--- config.mk ---
export PLATFORM = sky130hd
export DESIGN_NAME = sv32_mmu
export DESIGN_NICKNAME = d
export VERILOG_FILES = /design/src/mmu_pkg.sv /design/src/walk_fsm.sv /design/src/walk_context.sv /design/src/pte_checker.sv /design/src/last_xlat_cache.sv /design/src/xlat_result.sv /design/src/sv32_mmu.sv
export SDC_FILE = /design/constraint.sdc
export NUM_CORES = 1
export LEC_CHECK = 0
export BUFFER_PORTS_ARGS = -buffer_cell sky130_fd_sc_hd__buf_2
export CAP_MARGIN = 20
export CORE_ASPECT_RATIO = 0.7
export CORE_UTILIZATION = 40
export DETAILED_ROUTE_END_ITERATION = 16
export GPL_TIMING_DRIVEN = 0
export PLACE_DENSITY = 0.72
export SETUP_SLACK_MARGIN = 0.5
export SYNTH_ARGS = -nofsm -noshare
export SYNTH_HDL_FRONTEND = slang
export SYNTH_HIERARCHICAL = 1
export SYNTH_SLANG_ARGS = --single-unit
--- constraint.sdc ---
create_clock -name clk -period 7 [get_ports clk]
set_input_delay 1.05 -clock clk [delete_from_list [all_inputs] [get_ports clk]]
set_output_delay 1.05 -clock clk [all_outputs]
set_load 0.03 [all_outputs]
--- src/mmu_pkg.sv ---
package mmu_pkg;

    // sv32 widths
    localparam int VA_W       = 32;
    localparam int PA_W       = 34;
    localparam int PPN_W      = 22;
    localparam int OFFSET_W   = 12;
    localparam int VPN_PART_W = 10;
    localparam int PTE_W      = 32;

    // pte flag bits
    localparam int PTE_V       = 0;
    localparam int PTE_R       = 1;
    // write permission bit, named apart from the pte width
    localparam int PTE_WR      = 2;
    localparam int PTE_X       = 3;
    localparam int PTE_U       = 4;
    localparam int PTE_A       = 6;
    localparam int PTE_D       = 7;
    localparam int PTE_PPN_LSB = 10;

    typedef enum logic [1:0] {
        ACC_READ,
        ACC_WRITE,
        ACC_EXEC
    } acc_kind_e;

    typedef enum logic [1:0] {
        PRV_U = 2'd0,
        PRV_S = 2'd1,
        PRV_M = 2'd3
    } prv_e;

    typedef enum logic [0:0] {
        SATP_BARE,
        SATP_SV32
    } satp_mode_e;

    typedef enum logic [1:0] {
        FAULT_NONE,
        FAULT_PAGE,
        FAULT_ACCESS
    } xlat_fault_e;

    typedef enum logic [1:0] {
        ST_IDLE,
        ST_MEM_REQ,
        ST_MEM_WAIT
    } walk_state_e;

    // where a finished result comes from
    typedef enum logic [1:0] {
        DONE_BYPASS,
        DONE_CACHED,
        DONE_WALK
    } done_src_e;

endpackage

--- src/walk_fsm.sv ---
`timescale 1ns/1ns

module walk_fsm (
    input  logic                  clk,
    input  logic                  rstn,
    input  logic                  va_valid,
    input  mmu_pkg::prv_e         prv,
    input  mmu_pkg::satp_mode_e   satp_mode,
    input  logic                  cache_match,
    input  logic                  mem_rsp,
    input  logic                  mem_err,
    input  logic                  leaf,
    input  logic                  walk_fault,
    output logic                  busy,
    output logic                  mem_req,
    output logic                  start_walk,
    output logic                  step,
    output logic                  done,
    output mmu_pkg::done_src_e    done_src,
    output logic                  fill
);

    mmu_pkg::walk_state_e state;
    mmu_pkg::walk_state_e state_nxt;
    logic                 xlat_active;

    // translation only for sv32 below machine mode
    assign xlat_active = (satp_mode == mmu_pkg::SATP_SV32) && (prv != mmu_pkg::PRV_M);

    always_ff @(posedge clk or negedge rstn) begin
        if (!rstn) begin
            state <= mmu_pkg::ST_IDLE;
        end
        else begin
            state <= state_nxt;
        end
    end

    always_comb begin
        state_nxt  = state;
        mem_req    = 1'b0;
        start_walk = 1'b0;
        step       = 1'b0;
        done       = 1'b0;
        done_src   = mmu_pkg::DONE_WALK;
        fill       = 1'b0;
        case (state)
            mmu_pkg::ST_IDLE: begin
                if (va_valid) begin
                    if (!xlat_active) begin
                        done     = 1'b1;
                        done_src = mmu_pkg::DONE_BYPASS;
                    end
                    else if (cache_match) begin
                        done     = 1'b1;
                        done_src = mmu_pkg::DONE_CACHED;
                    end
                    else begin
                        start_walk = 1'b1;
                        state_nxt  = mmu_pkg::ST_MEM_REQ;
                    end
                end
            end
            mmu_pkg::ST_MEM_REQ: begin
                mem_req   = 1'b1;
                state_nxt = mmu_pkg::ST_MEM_WAIT;
            end
            mmu_pkg::ST_MEM_WAIT: begin
                if (mem_rsp) begin
                    // bus error, leaf or bad pte ends the walk
                    if (mem_err || leaf || walk_fault) begin
                        done      = 1'b1;
                        fill      = !mem_err && leaf && !walk_fault;
                        state_nxt = mmu_pkg::ST_IDLE;
                    end
                    else begin
                        step      = 1'b1;
                        state_nxt = mmu_pkg::ST_MEM_REQ;
                    end
                end
            end
            default: begin
                state_nxt = mmu_pkg::ST_IDLE;
            end
        endcase
    end

    assign busy = (state != mmu_pkg::ST_IDLE);

endmodule

--- src/walk_context.sv ---
`timescale 1ns/1ns

module walk_context (
    input  logic                           clk,
    input  logic                           rstn,
    input  logic                           va_valid,
    input  logic [mmu_pkg::VA_W-1:0]       va,
    input  mmu_pkg::acc_kind_e             access,
    input  mmu_pkg::prv_e                  prv,
    input  logic                           sum,
    input  logic [mmu_pkg::PPN_W-1:0]      satp_ppn,
    input  logic                           start_walk,
    input  logic                           step,
    input  logic [mmu_pkg::PTE_W-1:0]      mem_rdata,
    output logic [mmu_pkg::VA_W-1:0]       va_q,
    output mmu_pkg::acc_kind_e             access_q,
    output mmu_pkg::prv_e                  prv_q,
    output logic                           sum_q,
    output logic                           level,
    output logic [mmu_pkg::PA_W-1:0]       mem_addr
);

    logic [mmu_pkg::PPN_W-1:0]      table_ppn;
    logic [mmu_pkg::VPN_PART_W-1:0] vpn_sel;

    always_ff @(posedge clk) begin
        if (va_valid) begin
            va_q     <= va;
            access_q <= access;
            prv_q    <= prv;
            sum_q    <= sum;
        end
    end

    always_ff @(posedge clk or negedge rstn) begin
        if (!rstn) begin
            level <= 1'b0;
        end
        else if (start_walk) begin
            level <= 1'b1;
        end
        else if (step) begin
            level <= level - 1'b1;
        end
    end

    // root table from satp, next table from the pte
    always_ff @(posedge clk) begin
        if (start_walk) begin
            table_ppn <= satp_ppn;
        end
        else if (step) begin
            table_ppn <= mem_rdata[mmu_pkg::PTE_PPN_LSB +: mmu_pkg::PPN_W];
        end
    end

    assign vpn_sel = level ? va_q[mmu_pkg::OFFSET_W + mmu_pkg::VPN_PART_W +: mmu_pkg::VPN_PART_W]
                           : va_q[mmu_pkg::OFFSET_W +: mmu_pkg::VPN_PART_W];

    assign mem_addr = {table_ppn, vpn_sel, 2'b00};

endmodule

--- src/pte_checker.sv ---
`timescale 1ns/1ns

module pte_checker (
    input  logic [mmu_pkg::PTE_W-1:0] pte,
    input  logic                      level,
    input  mmu_pkg::acc_kind_e        access,
    input  mmu_pkg::prv_e             prv,
    input  logic                      sum,
    output logic                      leaf,
    output logic                      fault
);

    logic v, r, w, x, u, a, d;
    logic misaligned;
    logic perm_fault;
    logic priv_fault;

    assign v = pte[mmu_pkg::PTE_V];
    assign r = pte[mmu_pkg::PTE_R];
    assign w = pte[mmu_pkg::PTE_WR];
    assign x = pte[mmu_pkg::PTE_X];
    assign u = pte[mmu_pkg::PTE_U];
    assign a = pte[mmu_pkg::PTE_A];
    assign d = pte[mmu_pkg::PTE_D];

    assign leaf = v && (r || x);

    // superpage needs ppn[0] field clear
    assign misaligned = level && (|pte[mmu_pkg::PTE_PPN_LSB +: mmu_pkg::VPN_PART_W]);

    always_comb begin
        case (access)
            mmu_pkg::ACC_EXEC:  perm_fault = !x;
            mmu_pkg::ACC_WRITE: perm_fault = !w || !d;
            default:            perm_fault = !r;
        endcase
    end

    assign priv_fault = ((prv == mmu_pkg::PRV_U) && !u) ||
                        ((prv == mmu_pkg::PRV_S) && u &&
                         (!sum || (access == mmu_pkg::ACC_EXEC)));

    assign fault = !v || (w && !r) || (!leaf && !level) ||
                   (leaf && (misaligned || perm_fault || priv_fault || !a));

endmodule

--- src/last_xlat_cache.sv ---
`timescale 1ns/1ns

module last_xlat_cache (
    input  logic                      clk,
    input  logic                      rstn,
    input  logic                      flush,
    input  logic                      fill,
    input  logic [mmu_pkg::VA_W-1:0]  va_q,
    input  logic                      level,
    input  logic [mmu_pkg::PTE_W-1:0] pte_in,
    input  logic [mmu_pkg::VA_W-1:0]  va,
    output logic                      cache_match,
    output logic [mmu_pkg::PTE_W-1:0] cached_pte,
    output logic                      cached_super
);

    localparam int VPN0_LSB = mmu_pkg::OFFSET_W;
    localparam int VPN1_LSB = mmu_pkg::OFFSET_W + mmu_pkg::VPN_PART_W;

    logic                           entry_valid;
    logic [mmu_pkg::VPN_PART_W-1:0] tag_vpn1;
    logic [mmu_pkg::VPN_PART_W-1:0] tag_vpn0;
    logic                           vpn1_eq;
    logic                           vpn0_eq;

    always_ff @(posedge clk or negedge rstn) begin
        if (!rstn) begin
            entry_valid <= 1'b0;
        end
        else if (flush) begin
            entry_valid <= 1'b0;
        end
        else if (fill) begin
            entry_valid <= 1'b1;
        end
    end

    always_ff @(posedge clk) begin
        if (fill) begin
            tag_vpn1     <= va_q[VPN1_LSB +: mmu_pkg::VPN_PART_W];
            tag_vpn0     <= va_q[VPN0_LSB +: mmu_pkg::VPN_PART_W];
            cached_pte   <= pte_in;
            cached_super <= level;
        end
    end

    assign vpn1_eq = (va[VPN1_LSB +: mmu_pkg::VPN_PART_W] == tag_vpn1);
    assign vpn0_eq = (va[VPN0_LSB +: mmu_pkg::VPN_PART_W] == tag_vpn0);

    // vpn[0] is don't-care for a 4 MiB entry
    assign cache_match = entry_valid && vpn1_eq && (cached_super || vpn0_eq);

endmodule

--- src/xlat_result.sv ---
`timescale 1ns/1ns

module xlat_result (
    input  logic                      clk,
    input  logic                      rstn,
    input  logic                      done,
    input  mmu_pkg::done_src_e        done_src,
    input  logic [mmu_pkg::VA_W-1:0]  va,
    input  logic [mmu_pkg::VA_W-1:0]  va_q,
    input  logic                      level,
    input  logic [mmu_pkg::PTE_W-1:0] mem_rdata,
    input  logic                      mem_err,
    input  logic                      walk_fault,
    input  logic [mmu_pkg::PTE_W-1:0] cached_pte,
    input  logic                      cached_super,
    input  logic                      cached_fault,
    output logic                      pa_valid,
    output logic [mmu_pkg::PA_W-1:0]  pa,
    output mmu_pkg::xlat_fault_e      fault
);

    logic [mmu_pkg::PPN_W-1:0] ppn_sel;
    logic [mmu_pkg::VA_W-1:0]  va_sel;
    logic                      super_sel;
    logic [mmu_pkg::PA_W-1:0]  pa_d;
    mmu_pkg::xlat_fault_e      fault_d;

    // cached hits use the live request, walks the latched one
    always_comb begin
        if (done_src == mmu_pkg::DONE_CACHED) begin
            ppn_sel   = cached_pte[mmu_pkg::PTE_PPN_LSB +: mmu_pkg::PPN_W];
            va_sel    = va;
            super_sel = cached_super;
        end
        else begin
            ppn_sel   = mem_rdata[mmu_pkg::PTE_PPN_LSB +: mmu_pkg::PPN_W];
            va_sel    = va_q;
            super_sel = level;
        end
    end

    always_comb begin
        fault_d = mmu_pkg::FAULT_NONE;
        if (done_src == mmu_pkg::DONE_WALK) begin
            if (mem_err) begin
                fault_d = mmu_pkg::FAULT_ACCESS;
            end
            else if (walk_fault) begin
                fault_d = mmu_pkg::FAULT_PAGE;
            end
        end
        else if ((done_src == mmu_pkg::DONE_CACHED) && cached_fault) begin
            fault_d = mmu_pkg::FAULT_PAGE;
        end
    end

    always_comb begin
        if (done_src == mmu_pkg::DONE_BYPASS) begin
            pa_d = {{(mmu_pkg::PA_W - mmu_pkg::VA_W){1'b0}}, va};
        end
        else if (fault_d != mmu_pkg::FAULT_NONE) begin
            pa_d = '0;
        end
        else begin
            pa_d = {ppn_sel[mmu_pkg::PPN_W-1:mmu_pkg::VPN_PART_W],
                    super_sel ? va_sel[mmu_pkg::OFFSET_W +: mmu_pkg::VPN_PART_W]
                              : ppn_sel[mmu_pkg::VPN_PART_W-1:0],
                    va_sel[mmu_pkg::OFFSET_W-1:0]};
        end
    end

    always_ff @(posedge clk or negedge rstn) begin
        if (!rstn) begin
            pa_valid <= 1'b0;
        end
        else begin
            pa_valid <= done;
        end
    end

    always_ff @(posedge clk) begin
        if (done) begin
            pa    <= pa_d;
            fault <= fault_d;
        end
    end

endmodule

--- src/sv32_mmu.sv ---
`timescale 1ns/1ns

module sv32_mmu (
    input  logic                      clk,
    input  logic                      rstn,
    input  logic                      va_valid,
    input  logic [mmu_pkg::VA_W-1:0]  va,
    input  mmu_pkg::acc_kind_e        access,
    input  mmu_pkg::prv_e             prv,
    input  logic                      sum,
    input  mmu_pkg::satp_mode_e       satp_mode,
    input  logic [mmu_pkg::PPN_W-1:0] satp_ppn,
    input  logic                      flush,
    output logic                      busy,
    output logic                      mem_req,
    output logic [mmu_pkg::PA_W-1:0]  mem_addr,
    input  logic                      mem_rsp,
    input  logic [mmu_pkg::PTE_W-1:0] mem_rdata,
    input  logic                      mem_err,
    output logic                      pa_valid,
    output logic [mmu_pkg::PA_W-1:0]  pa,
    output mmu_pkg::xlat_fault_e      fault
);

    logic                      cache_match;
    logic                      leaf;
    logic                      walk_fault;
    logic                      start_walk;
    logic                      step;
    logic                      done;
    mmu_pkg::done_src_e        done_src;
    logic                      fill;
    logic [mmu_pkg::VA_W-1:0]  va_q;
    mmu_pkg::acc_kind_e        access_q;
    mmu_pkg::prv_e             prv_q;
    logic                      sum_q;
    logic                      level;
    logic [mmu_pkg::PTE_W-1:0] cached_pte;
    logic                      cached_super;
    logic                      cached_fault;

    walk_fsm walk_fsm_i (
        .clk         (clk),
        .rstn        (rstn),
        .va_valid    (va_valid),
        .prv         (prv),
        .satp_mode   (satp_mode),
        .cache_match (cache_match),
        .mem_rsp     (mem_rsp),
        .mem_err     (mem_err),
        .leaf        (leaf),
        .walk_fault  (walk_fault),
        .busy        (busy),
        .mem_req     (mem_req),
        .start_walk  (start_walk),
        .step        (step),
        .done        (done),
        .done_src    (done_src),
        .fill        (fill)
    );

    walk_context walk_context_i (
        .clk        (clk),
        .rstn       (rstn),
        .va_valid   (va_valid),
        .va         (va),
        .access     (access),
        .prv        (prv),
        .sum        (sum),
        .satp_ppn   (satp_ppn),
        .start_walk (start_walk),
        .step       (step),
        .mem_rdata  (mem_rdata),
        .va_q       (va_q),
        .access_q   (access_q),
        .prv_q      (prv_q),
        .sum_q      (sum_q),
        .level      (level),
        .mem_addr   (mem_addr)
    );

    // checks the pte returned by the current walk read
    pte_checker walk_check_i (
        .pte    (mem_rdata),
        .level  (level),
        .access (access_q),
        .prv    (prv_q),
        .sum    (sum_q),
        .leaf   (leaf),
        .fault  (walk_fault)
    );

    // cached entry against the live request
    pte_checker cached_check_i (
        .pte    (cached_pte),
        .level  (cached_super),
        .access (access),
        .prv    (prv),
        .sum    (sum),
        .leaf   (),
        .fault  (cached_fault)
    );

    last_xlat_cache last_xlat_cache_i (
        .clk          (clk),
        .rstn         (rstn),
        .flush        (flush),
        .fill         (fill),
        .va_q         (va_q),
        .level        (level),
        .pte_in       (mem_rdata),
        .va           (va),
        .cache_match  (cache_match),
        .cached_pte   (cached_pte),
        .cached_super (cached_super)
    );

    xlat_result xlat_result_i (
        .clk          (clk),
        .rstn         (rstn),
        .done         (done),
        .done_src     (done_src),
        .va           (va),
        .va_q         (va_q),
        .level        (level),
        .mem_rdata    (mem_rdata),
        .mem_err      (mem_err),
        .walk_fault   (walk_fault),
        .cached_pte   (cached_pte),
        .cached_super (cached_super),
        .cached_fault (cached_fault),
        .pa_valid     (pa_valid),
        .pa           (pa),
        .fault        (fault)
    );

endmodule

==> After elaboration in Yosys (flattened, before gate mapping) <==
Cells that the tools add are included.
{ "word_totals": {"ff_bits": 153, "in_bits": 98, "out_inout_bits": 73} }
{ "op_classes": {"n_addsub": 1, "n_eq_ne": 17, "muxes": 46, "reduce_logical": 79} }
{ "op_table": {"columns": ["operator", "count"], "rows": [
  ["$mux W22", 4],
  ["$mux W32", 2],
  ["$mux W1", 24],
  ["$logic_or A1 B1 Y1", 23],
  ["$logic_and A1 B1 Y1", 22],
  ["$logic_not A1 Y1", 22],
  ["$eq A10 B10 Y1", 2],
  ["$mux W10", 2],
  ["$mux W2", 10],
  ["$reduce_or A10 Y1", 2],
  ["$eq A2 B1 Y1 const B", 6],
  ["$eq A2 B2 Y1 const B", 4],
  ["$logic_not A2 Y1", 4],
  ["$ne A2 B2 Y1 const B", 4],
  ["$reduce_bool A2 Y1", 4],
  ["$pmux W1 S2", 3],
  ["$pmux W2 S3", 1],
  ["$reduce_and A4 Y1", 1],
  ["$ne A2 B1 Y1 const B", 1],
  ["$reduce_or A2 Y1", 1],
  ["$sub A1 B1 Y1 const B", 1]
]} }

==> Longest topological paths before layout <==
Gate-level depths: netlist (run 1).
{ "logic_depth": {"depth_word": 15, "ltp_mapped": 11, "mapped_depth_nobuf": 9} }

==> Modules after synthesis <==
Netlist (run 1), hierarchy kept.
{ "modules_own_cells": {"columns": ["module", "instances", "cells_each", "area_each_um2", "seq_area_each_um2"], "rows": [
  ["walk_context", 1, 102, 2323.5, 1796.7],
  ["xlat_result", 1, 150, 2031.9, 1106.1],
  ["last_xlat_cache", 1, 83, 1850.5, 1616.6],
  ["pte_checker", 2, 26, 183.9, 0.0],
  ["walk_fsm", 1, 18, 173.9, 50.0]
]} }

==> Least setup slack after synthesis (run 1) <==
Ideal clock, no wire load.
{ "synth_path": {"path_type": "input-to-reg", "from": "input port mem_rdata[17] (netlist bit)", "to": "register last_xlat_cache_i/cached_pte[0] (netlist bit), enable pin", "setup_ns": 0.617, "t_arrival_ns": 7.676, "t_required_ns": 6.383, "path_slack_ns": -1.293, "cell_stages": 5, "n_path_buf": 0, "cell_sequence": "nor4_2 -> a31oi_1 -> a2111oi_1 -> o31ai_1 -> nor4b_1"} }
{ "synth_between": {"elab_chain_len": 12, "elab_cells_between_ends": 13, "cone_classes": "mux: 3; reduce/logical: 10"} }
{ "synth_rtl": {"columns": ["element", "line_no", "text"], "rows": [
  ["start: declaration", "sv32_mmu.sv:18", "input logic [mmu_pkg::PTE_W-1:0] mem_rdata,"],
  ["$reduce_or A10 Y1 *", "pte_checker.sv:29", "assign misaligned = level && (|pte[mmu_pkg::PTE_PPN_LSB +: mmu_pkg::VPN_PART_W]);"],
  ["$logic_and A1 B1 Y1 *", "pte_checker.sv:29", null],
  ["$logic_or A1 B1 Y1 * (3 in series)", "pte_checker.sv:44", "(leaf && (misaligned || perm_fault || priv_fault || !a));"],
  ["$logic_and A1 B1 Y1 *", "pte_checker.sv:44", null],
  ["$logic_or A1 B1 Y1 *", "pte_checker.sv:43", "assign fault = !v || (w && !r) || (!leaf && !level) ||"],
  ["via walk_fault", "sv32_mmu.sv:27", "logic walk_fault;"],
  ["$logic_not A1 Y1", "walk_fsm.sv:73", "fill = !mem_err && leaf && !walk_fault;"],
  ["$logic_and A1 B1 Y1", "walk_fsm.sv:73", null],
  ["$mux W1 *", "walk_fsm.sv:71", "if (mem_err || leaf || walk_fault) begin"],
  ["$mux W1 *", "walk_fsm.sv:69", "if (mem_rsp) begin"],
  ["$mux W1 *", "walk_fsm.sv:47", "case (state)"],
  ["via fill", "sv32_mmu.sv:32", "logic fill;"],
  ["end signal: assignment", "last_xlat_cache.sv:42", "cached_pte <= pte_in;"],
  ["end: declaration", "last_xlat_cache.sv:13", "output logic [mmu_pkg::PTE_W-1:0] cached_pte,"]
]} }
The timed path passes the listed nets; every way through them passes the cells marked *.
A chain may end at the register's enable or synchronous reset.

==> Worst setup path in the final report (run 1) <==
{ "layout_path": {"from": "input port mem_rdata[17] (netlist bit)", "to": "register last_xlat_cache_i/tag_vpn1[8] (netlist bit), enable pin"} }
{ "layout_between": {"elab_chain_len": 12, "elab_cells_between_ends": 13, "cone_classes": "mux: 3; reduce/logical: 10"} }
{ "layout_rtl": {"columns": ["element", "line_no", "text"], "rows": [
  ["$reduce_or A10 Y1 *", "pte_checker.sv:29", null],
  ["$logic_and A1 B1 Y1 *", "pte_checker.sv:29", null],
  ["$logic_or A1 B1 Y1 * (3 in series)", "pte_checker.sv:44", null],
  ["$logic_and A1 B1 Y1 *", "pte_checker.sv:44", null],
  ["$logic_or A1 B1 Y1 *", "pte_checker.sv:43", null],
  ["via walk_fault", "sv32_mmu.sv:27", null],
  ["$logic_not A1 Y1", "walk_fsm.sv:73", null],
  ["$logic_and A1 B1 Y1", "walk_fsm.sv:73", null],
  ["$mux W1 *", "walk_fsm.sv:71", null],
  ["$mux W1 *", "walk_fsm.sv:69", null],
  ["$mux W1 *", "walk_fsm.sv:47", null],
  ["via fill", "sv32_mmu.sv:32", null],
  ["end signal: assignment", "last_xlat_cache.sv:40", "tag_vpn1 <= va_q[VPN1_LSB +: mmu_pkg::VPN_PART_W];"],
  ["end: declaration", "last_xlat_cache.sv:21", "logic [mmu_pkg::VPN_PART_W-1:0] tag_vpn1;"]
]} }
Marked as above.

==> results of run 1 <==
-- final cells by class --
cell class	instances	share of cell area (%)
Sequential cell	150	53.0
Multi-Input combinational cell	222	23.7
Timing Repair Buffer	170	10.8
Clock buffer	18	5.08
Tap cell	225	3.33
Buffer	20	1.96
Clock inverter	13	1.64
Inverter	10	0.444
Antenna cell	1	0.0296
-- cells in the final DEF (no fill, tap or decap), types with 3 or more instances in the layout --
cell and n:
buf_8 4, mux2_2 34, nor2b_1 3, mux2i_1 3
a221o_1 9, bufinv_16 3, buf_4 3, clkinv_2 3
nor4_2 6, nand2_1 4, clkbuf_16 17, buf_6 5
or2_1 3, xnor2_1 9, or2_2 3, ha_1 4
clkbuf_1 4, dfrtp_1 5, o21ai_0 12, nand2b_1 6
nor2_1 8, xor2_1 12, a22oi_1 21, clkinv_1 5
a22o_1 12, edfxtp_1 145, nor4_1 4, and2_1 11
mux2_4 18, buf_2 172, inv_1 10
-- path summary, 6_finish.rpt --
kind | end | cells after the start
max | last_xlat_cache_i/tag_vpn1[8]$_DFFE_PP_ | 9
min | xlat_result_i/pa_valid$_DFF_PN0_ | 1
max reg2reg | xlat_result_i/pa[33]$_SDFFCE_PP0P_ | 9
min reg2reg | last_xlat_cache_i/tag_vpn1[3]$_DFFE_PP_ | 0
max in group asynchronous | walk_fsm_i/state[1]$_DFFE_PN0P_ | 1
min in group clk | last_xlat_cache_i/tag_vpn1[3]$_DFFE_PP_ | 0
-- worst max-delay path: cells and delay by family --
| kind | cells | cell delay, ns |
|---|---|---|
| AND/OR/NAND/NOR | 2 | 1.16 |
| AO/OA/AOI/OAI | 3 | 1.14 |
| buffers and inverters | 4 | 0.73 |
-- routing by layer --
layer / vias up / routed length, µm / GRT usage, %
met5: - / 13 / 0
met4: 2 / 400 / 8.61
met3: 30 / 1400 / 6.03
met2: 204 / 7460 / 29.2
met1: 2194 / 7720 / 27.9
li1: 1963 / - / -
-- report_power, final --
group / leakage [nW] / total, mW / switching [mW] / internal (mW)
sequential: 1.43 / 1.07 / 0.0187 / 1.05
combinational: 1.56 / 0.301 / 0.191 / 0.110
clock: 0.273 / 0.893 / 0.344 / 0.549
total: 3.26 / 2.26 / 0.553 / 1.71
-- state kept, by name, summed over array words and instances, names as in the netlist, 2 cells and up --
register	cells
last_xlat_cache_i/tag_vpn0	10
xlat_result_i/fault	2
walk_context_i/table_ppn	22
walk_context_i/prv_q	2
walk_fsm_i/state	2
last_xlat_cache_i/cached_pte	29
walk_context_i/access_q	2
last_xlat_cache_i/tag_vpn1	10
walk_context_i/va_q	32
xlat_result_i/pa	34
==> flow_summary.toml, run 1 <==
[outcome]
status = "finished, final reports clean"

[worst_setup_path]
cp-startpoint = "mem_rdata[17]"
slowest_stage = "nor4b_4"
r2r_slack_ns = 3.22
worstPathMaxFanout = 13
path_cells = "buf_2 > nor4_2 > a31oi_1 > a2111oi_0 > o31ai_1 > nor4b_4 > buf_8 > buf_8 > buf_8"
cp-end-kind = "flip-flop"
crit_arrival_ns = 4.10
crit_required_ns = 7.13
worstReg2RegStart = "walk_context_i/access_q[0]$_DFFE_PP_"
critPathKind = "in2reg"
worstSetupStartpointType = "input pin"
worst_path_most_repeated_cell = "buf_8"
cpPeakStageDelay_ns = 0.71

[drt]
drtIter0Drc = 395
drt-total-wl_mm = 17.0
drt_pass1_iterations = 5
viasPerCell = 5.30
drcViolationCount = 0
vias = 4393
wire_per_inst_um = 20.5
final_antenna_net_count = 0

[placed_design]
place_congestion = 0.823
portBuffers = 165
placed_cells = 797
hpwl_mm = 12.2
placed_area_um2 = 7880
dp_slack_ns = 2.78

[timing]
setup_viol = 0
fin_crit_ns = 3.96
final_max_slew_viol_count = 0
whs_ns = 0.442
hold_viol = 0
slew_headroom_pct = 22.7
fin_crit_sh_pct = 56.6
setup_slack_ns = 3.04
fin_tns_setup_ns = 0
worstMarginPinSlew_ns = 1.15
finClkSkew_ns = 0.00666
rsz0062_at_grt = "false"
fmax_ghz = 0.252

[global_routing]
grt_pass1_vias = 4228
antenna_found_initial = 1
grt_pass1_wl_mm = 24.4
grt_use_total_pct = 20.1
grt_max_degree = 39
grt-ovfl-total = 0

[cts]
clk_pin_slew_worst_paths_ns = 0.06
max-clock-path-buffers = 2
cts.sinks = 150
hold_buffers = 0
cts_root_buffer = "clkbuf_16"
cts_buffers = 17
cts_setup_buffers = 0
cts_resized = 0
clock_latency_ns = 0.42
cts_tree = "built"
htreeDepth = 4

[finish]
drive_gt1_share_pct = 46.6
multiInputGateArea_um2 = 2000
final_util_pct = 51.8
layout.nets = 693
area.sequential_um2 = 4480
nFillCells = 1426
design_area_um2 = 8450
syn2layout_area_growth_pct = 27.0
stdcell_count = 829

[die]
dieArea_um2 = 17200
die_w_um = 156
core_area_um2 = 16300
num_rows = 39
die_y_um = 110
ios = 171
start_util_pct = 40.8

[yosys]
syn_area_um2 = 6650
yosys_warnings = 6
synth_area_per_cell_um2 = 16.6
synthCells = 401

[min_path]
hp-class = "in2async"

[power]
ir_worst_vdd_uv = 143
powerDensity_nw_per_um2 = 268
power_mw = 2.26
p_leak_nw = 3.26

[flow_run]
drv_cap = 0
No activity file was read; power rests on OpenSTA's default activity.
==> run 2, diff against run 1 <==
--- a/config.mk
+++ b/config.mk
@@ -5,6 +5,7 @@
 export SDC_FILE = /design/constraint.sdc
 export NUM_CORES = 1
 export LEC_CHECK = 0
+export ABC_AREA = 1
 export BUFFER_PORTS_ARGS = -buffer_cell sky130_fd_sc_hd__buf_2
 export CAP_MARGIN = 20
 export CORE_ASPECT_RATIO = 0.7
==> constraint.sdc (replaced) <==
create_clock -name clk -period 3.45 [get_ports clk]
set_input_delay 0.5175 -clock clk [delete_from_list [all_inputs] [get_ports clk]]
set_output_delay 0.5175 -clock clk [all_outputs]
set_load 0.03 [all_outputs]
==> run 2 against run 1 <==
  * Final cell count rose by 41%
  * Non-clock buffer count rose by 8
  * Combinational power rose to 4.3 times the previous value
  * Hold slack got worse by 0.21 ns
  * Critical path depth rose by 10
  * Sequential power rose by 120%
  * The flow now finishes with violations (design-rule violations)
  * Via count rose by 30%
  * Critical endpoint is now xlat_result_i/pa[18]$_DFFE_PP_
  * Final area rose by 3.9%
  * Core utilization fell by 0.72 points
  * Sequential cell count did not move
==> flow_summary.toml, run 2 <==
[outcome]
status = "complete, but fails checks"
failed_checks = "design-rule violations"

[global_routing]
grt_pass1_vias = 5227
grt_pass1_wl_mm = 28.1
grt_max_degree = 40
antenna_found_initial = 1
grt-ovfl-total = 0
grt_use_total_pct = 21.1

[worst_setup_path]
critPathKind = "reg2reg"
worstSetupStartpointType = "flip-flop"
cpPeakStageDelay_ns = 0.38
crit_required_ns = 3.74
slowest_stage = "edfxtp_1"
worstPathMaxFanout = 10
path_cells = "inv_1 > nand2_1 > o21ai_1 > inv_1 > nand2_1 > nor2_1 > nand3_1 > a21oi_2 > nand2_1 > nand2_1 > nand2_2 > inv_2 > buf_2 > nand3_1 > nand2_1 > nand2_1 > nand2_1 > nand2_1 > nand2_1"
worst_path_most_repeated_cell = "nand2_1"
crit_arrival_ns = 3.02
cp-end-kind = "flip-flop"

[cts]
cts.sinks = 150
cts_buffers = 17
htreeDepth = 4
clock_latency_ns = 0.43
cts_root_buffer = "clkbuf_16"
clk_pin_slew_worst_paths_ns = 0.06
max-clock-path-buffers = 2
cts_tree = "built"

[placed_design]
portBuffers = 165
hpwl_mm = 13.8
placed_area_um2 = 8180
place_congestion = 0.861

[drt]
drcViolationCount = 1
final_antenna_net_count = 0
drt_pass1_iterations = 11
vias = 5711
wire_per_inst_um = 15.6
drt-total-wl_mm = 18.3
viasPerCell = 4.88
drtIter0Drc = 537

[die]
start_util_pct = 40.8
ios = 171
dieArea_um2 = 18100
num_rows = 40
die_w_um = 160
die_y_um = 113
core_area_um2 = 17200

[finish]
multiInputGateArea_um2 = 2230
nFillCells = 1596
drive_gt1_share_pct = 25.7
antenna_cells = 0
syn2layout_area_growth_pct = 25.2
area.sequential_um2 = 4480
largest_register = "xlat_result_i/pa"
layout_commonest_cell = "nand2_1"
largest_reg_flops = 34
layout_common_cells = "371 x nand2_1, 179 x buf_2, 145 x edfxtp_1"
final_util_pct = 51.1
layout.nets = 1029
design_area_um2 = 8770
largestRegisters = "xlat_result_i/pa: 34 flops, walk_context_i/va_q: 32 flops, last_xlat_cache_i/cached_pte: 29 flops"

[power]
ir_worst_vdd_uv = 303
powerDensity_nw_per_um2 = 610
p_leak_nw = 4.10

[timing]
setup_viol = 0
worstMarginPinSlew_ns = 1.03
finClkSkew_ns = 0.00878
hold_viol = 0
slew_headroom_pct = 31.5
final_max_slew_viol_count = 0
fin_crit_ns = 2.73
fin_crit_sh_pct = 79.2
fmax_ghz = 0.366
rsz0062_at_grt = "true"

[yosys]
synth_area_per_cell_um2 = 9.49
yosys_warnings = 6
syn_area_um2 = 7010
synthCells = 738

[min_path]
hp-class = "in2reg"

[flow_run]
drv_cap = 0
-- run 2: worst paths after layout --
kind | startpoint | end | slack [ns] | cells after the start
worst max-delay path | last_xlat_cache_i/tag_vpn1[2]$_DFFE_PP_ | xlat_result_i/pa[18]$_DFFE_PP_ | 0.72 | 19
max in group asynchronous | rstn | last_xlat_cache_i/entry_valid$_DFFE_PN0P_ | 2.88 | 2
worst max register to register | last_xlat_cache_i/tag_vpn1[2]$_DFFE_PP_ | xlat_result_i/pa[18]$_DFFE_PP_ | 0.72 | 19
worst min-delay path | flush | last_xlat_cache_i/entry_valid$_DFFE_PN0P_ | 0.24 | 2
worst min register to register | walk_context_i/va_q[31]$_DFFE_PP_ | last_xlat_cache_i/tag_vpn1[9]$_DFFE_PP_ | 0.46 | 0
min in group asynchronous | rstn | xlat_result_i/pa_valid$_DFF_PN0_ | 0.44 | 2
-- run 2: routing by layer --
metal  wire length, µm  track usage, %  up-vias
met2              7650            30.5      290
met4               250            7.37        2
met5                13               0        -
met1              8610            31.0     2627
met3              1790            5.17       18
li1                  -               -     2774
-- run 2: area by class of cell --
class,count,area share [%]
Sequential cell,150,51.1
Multi-Input combinational cell,513,25.5
Timing Repair Buffer,169,10.1
Clock buffer,17,4.85
Tap cell,231,3.29
Inverter,47,2.01
Buffer,29,1.93
Clock inverter,15,1.33
-- run 2: through the flow --
step                TNS, ns  hold slack (ns)  worst slack (ns)  cells  power (mW)
floorplan                 0            0.222             0.961    739        3.20
global placement      -7.09            0.340            -0.258   1135        3.62
detailed placement    -6.88            0.342            -0.315   1137        3.66
CTS                       0            0.223             0.523   1170        5.37
global route              0            0.229             0.476   1171        5.57
finish                    0            0.236             0.718   1171        5.35
-- run 2: power breakdown --
group	leakage (nW)	switching [mW]	internal, mW
Sequential	1.42	0.0708	2.28
Clock	0.269	0.782	0.933
Combinational	2.40	0.943	0.342
Total	4.10	1.80	3.55
-- run 2: what timing repair did --
item                                   CTS  global route
hold buffers                             1             0
endpoints found under the hold margin    5             0
gates resized for setup                  2             7
buffers inserted                         0             1
pin swaps                                0             0
setup endpoints to repair               22            32
-- run 2: critical path: cells and delay by family (launching register included) --
| kind | cells | cell delay, ns |
|---|---|---|
| simple gates | 13 | 1.45 |
| compound gates | 2 | 0.23 |
| buf+inv | 4 | 0.51 |
| flops | 1 | 0.38 |
==> run 3, diff against run 2 <==
--- a/config.mk
+++ b/config.mk
@@ -5,7 +5,7 @@
 export SDC_FILE = /design/constraint.sdc
 export NUM_CORES = 1
 export LEC_CHECK = 0
-export ABC_AREA = 1
+export ABC_AREA = 0
 export BUFFER_PORTS_ARGS = -buffer_cell sky130_fd_sc_hd__buf_2
 export CAP_MARGIN = 20
 export CORE_ASPECT_RATIO = 0.7
==> constraint.sdc (replaced) <==
create_clock -name clk -period 2.3 [get_ports clk]
set_input_delay 0.345 -clock clk [delete_from_list [all_inputs] [get_ports clk]]
set_output_delay 0.345 -clock clk [all_outputs]
set_load 0.03 [all_outputs]
==> run 3 against run 2 <==
  * The flow finishes with violations (negative setup slack)
  * Setup slack lost 1.2 ns
  * Count of clock-buffer cells in the layout unchanged
  * Critical path depth fell by 8
  * Non-clock buffer count rose by 43
==> flow_summary.toml, run 3 (synthesis results as in run 1) <==
[drt]
drtIter0Drc = 335
final_antenna_net_count = 0
vias = 4638
drcViolationCount = 0
drt-total-wl_mm = 19.5
wire_per_inst_um = 22.0
drt_pass1_iterations = 7
viasPerCell = 5.24

[finish]
drive_gt1_share_pct = 60.3
layout_common_cells = "157 x buf_2, 145 x edfxtp_1, 32 x buf_6"
largest_reg_flops = 34
multiInputGateArea_um2 = 2430
nFillCells = 1240
stdcell_count = 885
largestRegisters = "xlat_result_i/pa: 34 flops, walk_context_i/va_q: 32 flops, last_xlat_cache_i/cached_pte: 29 flops"
syn2layout_area_growth_pct = 46.2
final_util_pct = 59.7
layout_commonest_cell = "buf_2"
area.sequential_um2 = 4480
layout.nets = 747
largest_register = "xlat_result_i/pa"

[die]
num_rows = 39
core_area_um2 = 16300
die_y_um = 110
start_util_pct = 40.8
dieArea_um2 = 17200
die_w_um = 156
ios = 171

[timing]
fin_crit_ns = 2.75
hold_viol = 0
fmax_ghz = 0.364
final_max_slew_viol_count = 0
worstMarginPinSlew_ns = 0.996
finClkSkew_ns = 0.0123
fin_crit_sh_pct = 119
setup_viol = 169
rsz0062_at_grt = "true"
setup_slack_ns = -0.445
slew_headroom_pct = 33.6

[power]
ir_worst_vdd_uv = 607
powerDensity_nw_per_um2 = 730
p_leak_nw = 3.80

[flow_run]
drv_cap = 0

[global_routing]
grt_pass1_vias = 4755
grt-ovfl-total = 0
grt_pass1_wl_mm = 28.4
grt_use_total_pct = 23.5
antenna_found_initial = 2
grt_max_degree = 39

[worst_setup_path]
worstSetupStartpointType = "flip-flop"
r2r_cells = 11
critPathKind = "reg2reg"
slowest_stage = "edfxtp_1"
r2r_slack_ns = -0.45
worstReg2RegStart = "last_xlat_cache_i/tag_vpn0[0]$_DFFE_PP_"
cpPeakStageDelay_ns = 0.39
path_cells = "xor2_1 > nor4_2 > a41oi_2 > nor3_2 > buf_4 > o21ai_4 > buf_6 > nand2b_4 > a22oi_2 > buf_6 > o21ai_4"
critPathBufInv = 3
cp-end-kind = "flip-flop"
worstPathMaxFanout = 6
reg2reg_to = "xlat_result_i/pa[17]$_DFFE_PP_"
crit_arrival_ns = 2.91
crit_required_ns = 2.46
crit_family = "simple AND/OR/NAND/NOR gates"

[placed_design]
hpwl_mm = 12.2
portBuffers = 165
place_congestion = 0.810
dp_slack_ns = -0.806
placed_cells = 797

[min_path]
whs_path_depth = 2
hp-class = "in2reg"
hold_start = "flush"
worstHoldEndpoint = "last_xlat_cache_i/entry_valid$_DFFE_PN0P_"

[cts]
cts.sinks = 150
cts_buffers = 17
clock_latency_ns = 0.43
cts_tree = "built"
clk_pin_slew_worst_paths_ns = 0.07
max-clock-path-buffers = 2
htreeDepth = 4
cts_root_buffer = "clkbuf_16"

[outcome]
failed_checks = "negative setup slack"
status = "complete, but fails checks"
## run 3: worst register-to-register path: cells and delay by family (launching register included)
family,cells,cell delay (ns)
AOI/OAI and AO/OA,4,0.68
xor gates and xnor gates,1,0.17
buffers and inverters,3,0.55
DFF,1,0.39
and+or+nand+nor,3,0.69
## run 3: area by class of cell
| type | count | share of cell area (%) |
|---|---|---|
| sequential | 150 | 46.1 |
| tap | 225 | 2.90 |
| clock buffer | 17 | 4.38 |
| inverter | 10 | 0.386 |
| clock inverter | 15 | 1.36 |
| timing repair buffer | 221 | 17.3 |
| antenna | 2 | 0.0515 |
| buffer | 20 | 2.50 |
| multi-input combinational | 225 | 25.0 |
## run 3: routing by layer
layer	wire length, µm	GRT usage (%)	up-vias
li1	-	-	2090
met1	8240	31.5	2315
met2	9090	37.1	212
met3	1860	5.99	21
met4	314	8.40	0
met5	0	0	-
## run 3: metrics by stage
step / setup TNS (ns) / power [mW] / area, µm² / hold slack, ns
floorplan: -93.74 / 3.87 / 6820 / 0.0494
global placement: -198.21 / 4.21 / 7930 / 0.163
detailed placement: -105.95 / 4.25 / 8010 / 0.167
CTS: -47.12 / 7.08 / 9510 / 0.0614
global route: -67.18 / 7.30 / 9720 / 0.0699
finish: -52.41 / 7.09 / 9720 / 0.0626
## run 3: worst max path at each step
stage / to / startpoint / cells after the start
6_report: xlat_result_i/pa[17]$_DFFE_PP_ / last_xlat_cache_i/tag_vpn0[0]$_DFFE_PP_ / 11
4_1_cts: xlat_result_i/pa[18]$_DFFE_PP_ / last_xlat_cache_i/tag_vpn0[9]$_DFFE_PP_ / 11
3_3_place_gp: last_xlat_cache_i/cached_pte[30]$_DFFE_PP_ / mem_rdata[11] / 6
2_1_floorplan: last_xlat_cache_i/cached_pte[0]$_DFFE_PP_ / walk_context_i/access_q[1]$_DFFE_PP_ / 6
3_5_place_dp: last_xlat_cache_i/cached_pte[30]$_DFFE_PP_ / mem_rdata[11] / 8
5_1_grt: xlat_result_i/pa[22]$_DFFE_PP_ / walk_context_i/access_q[0]$_DFFE_PP_ / 10
## run 3: timing repair
item | 4_1_cts | 5_1_grt
hold endpoints to repair | 5 | 0
buffers inserted | 34 | 6
gates cloned | 13 | 0
resized for setup | 109 | 31
endpoints found under the setup margin | 180 | 180
hold buffers | 1 | 0
pin swaps | 30 | 17
## run 3: power breakdown
part | leakage, nW | total (mW) | internal [mW] | switching, mW
sequential | 1.43 | 3.26 | 3.19 | 0.0647
clock | 0.270 | 2.65 | 1.49 | 1.16
combinational | 2.10 | 1.19 | 0.505 | 0.681
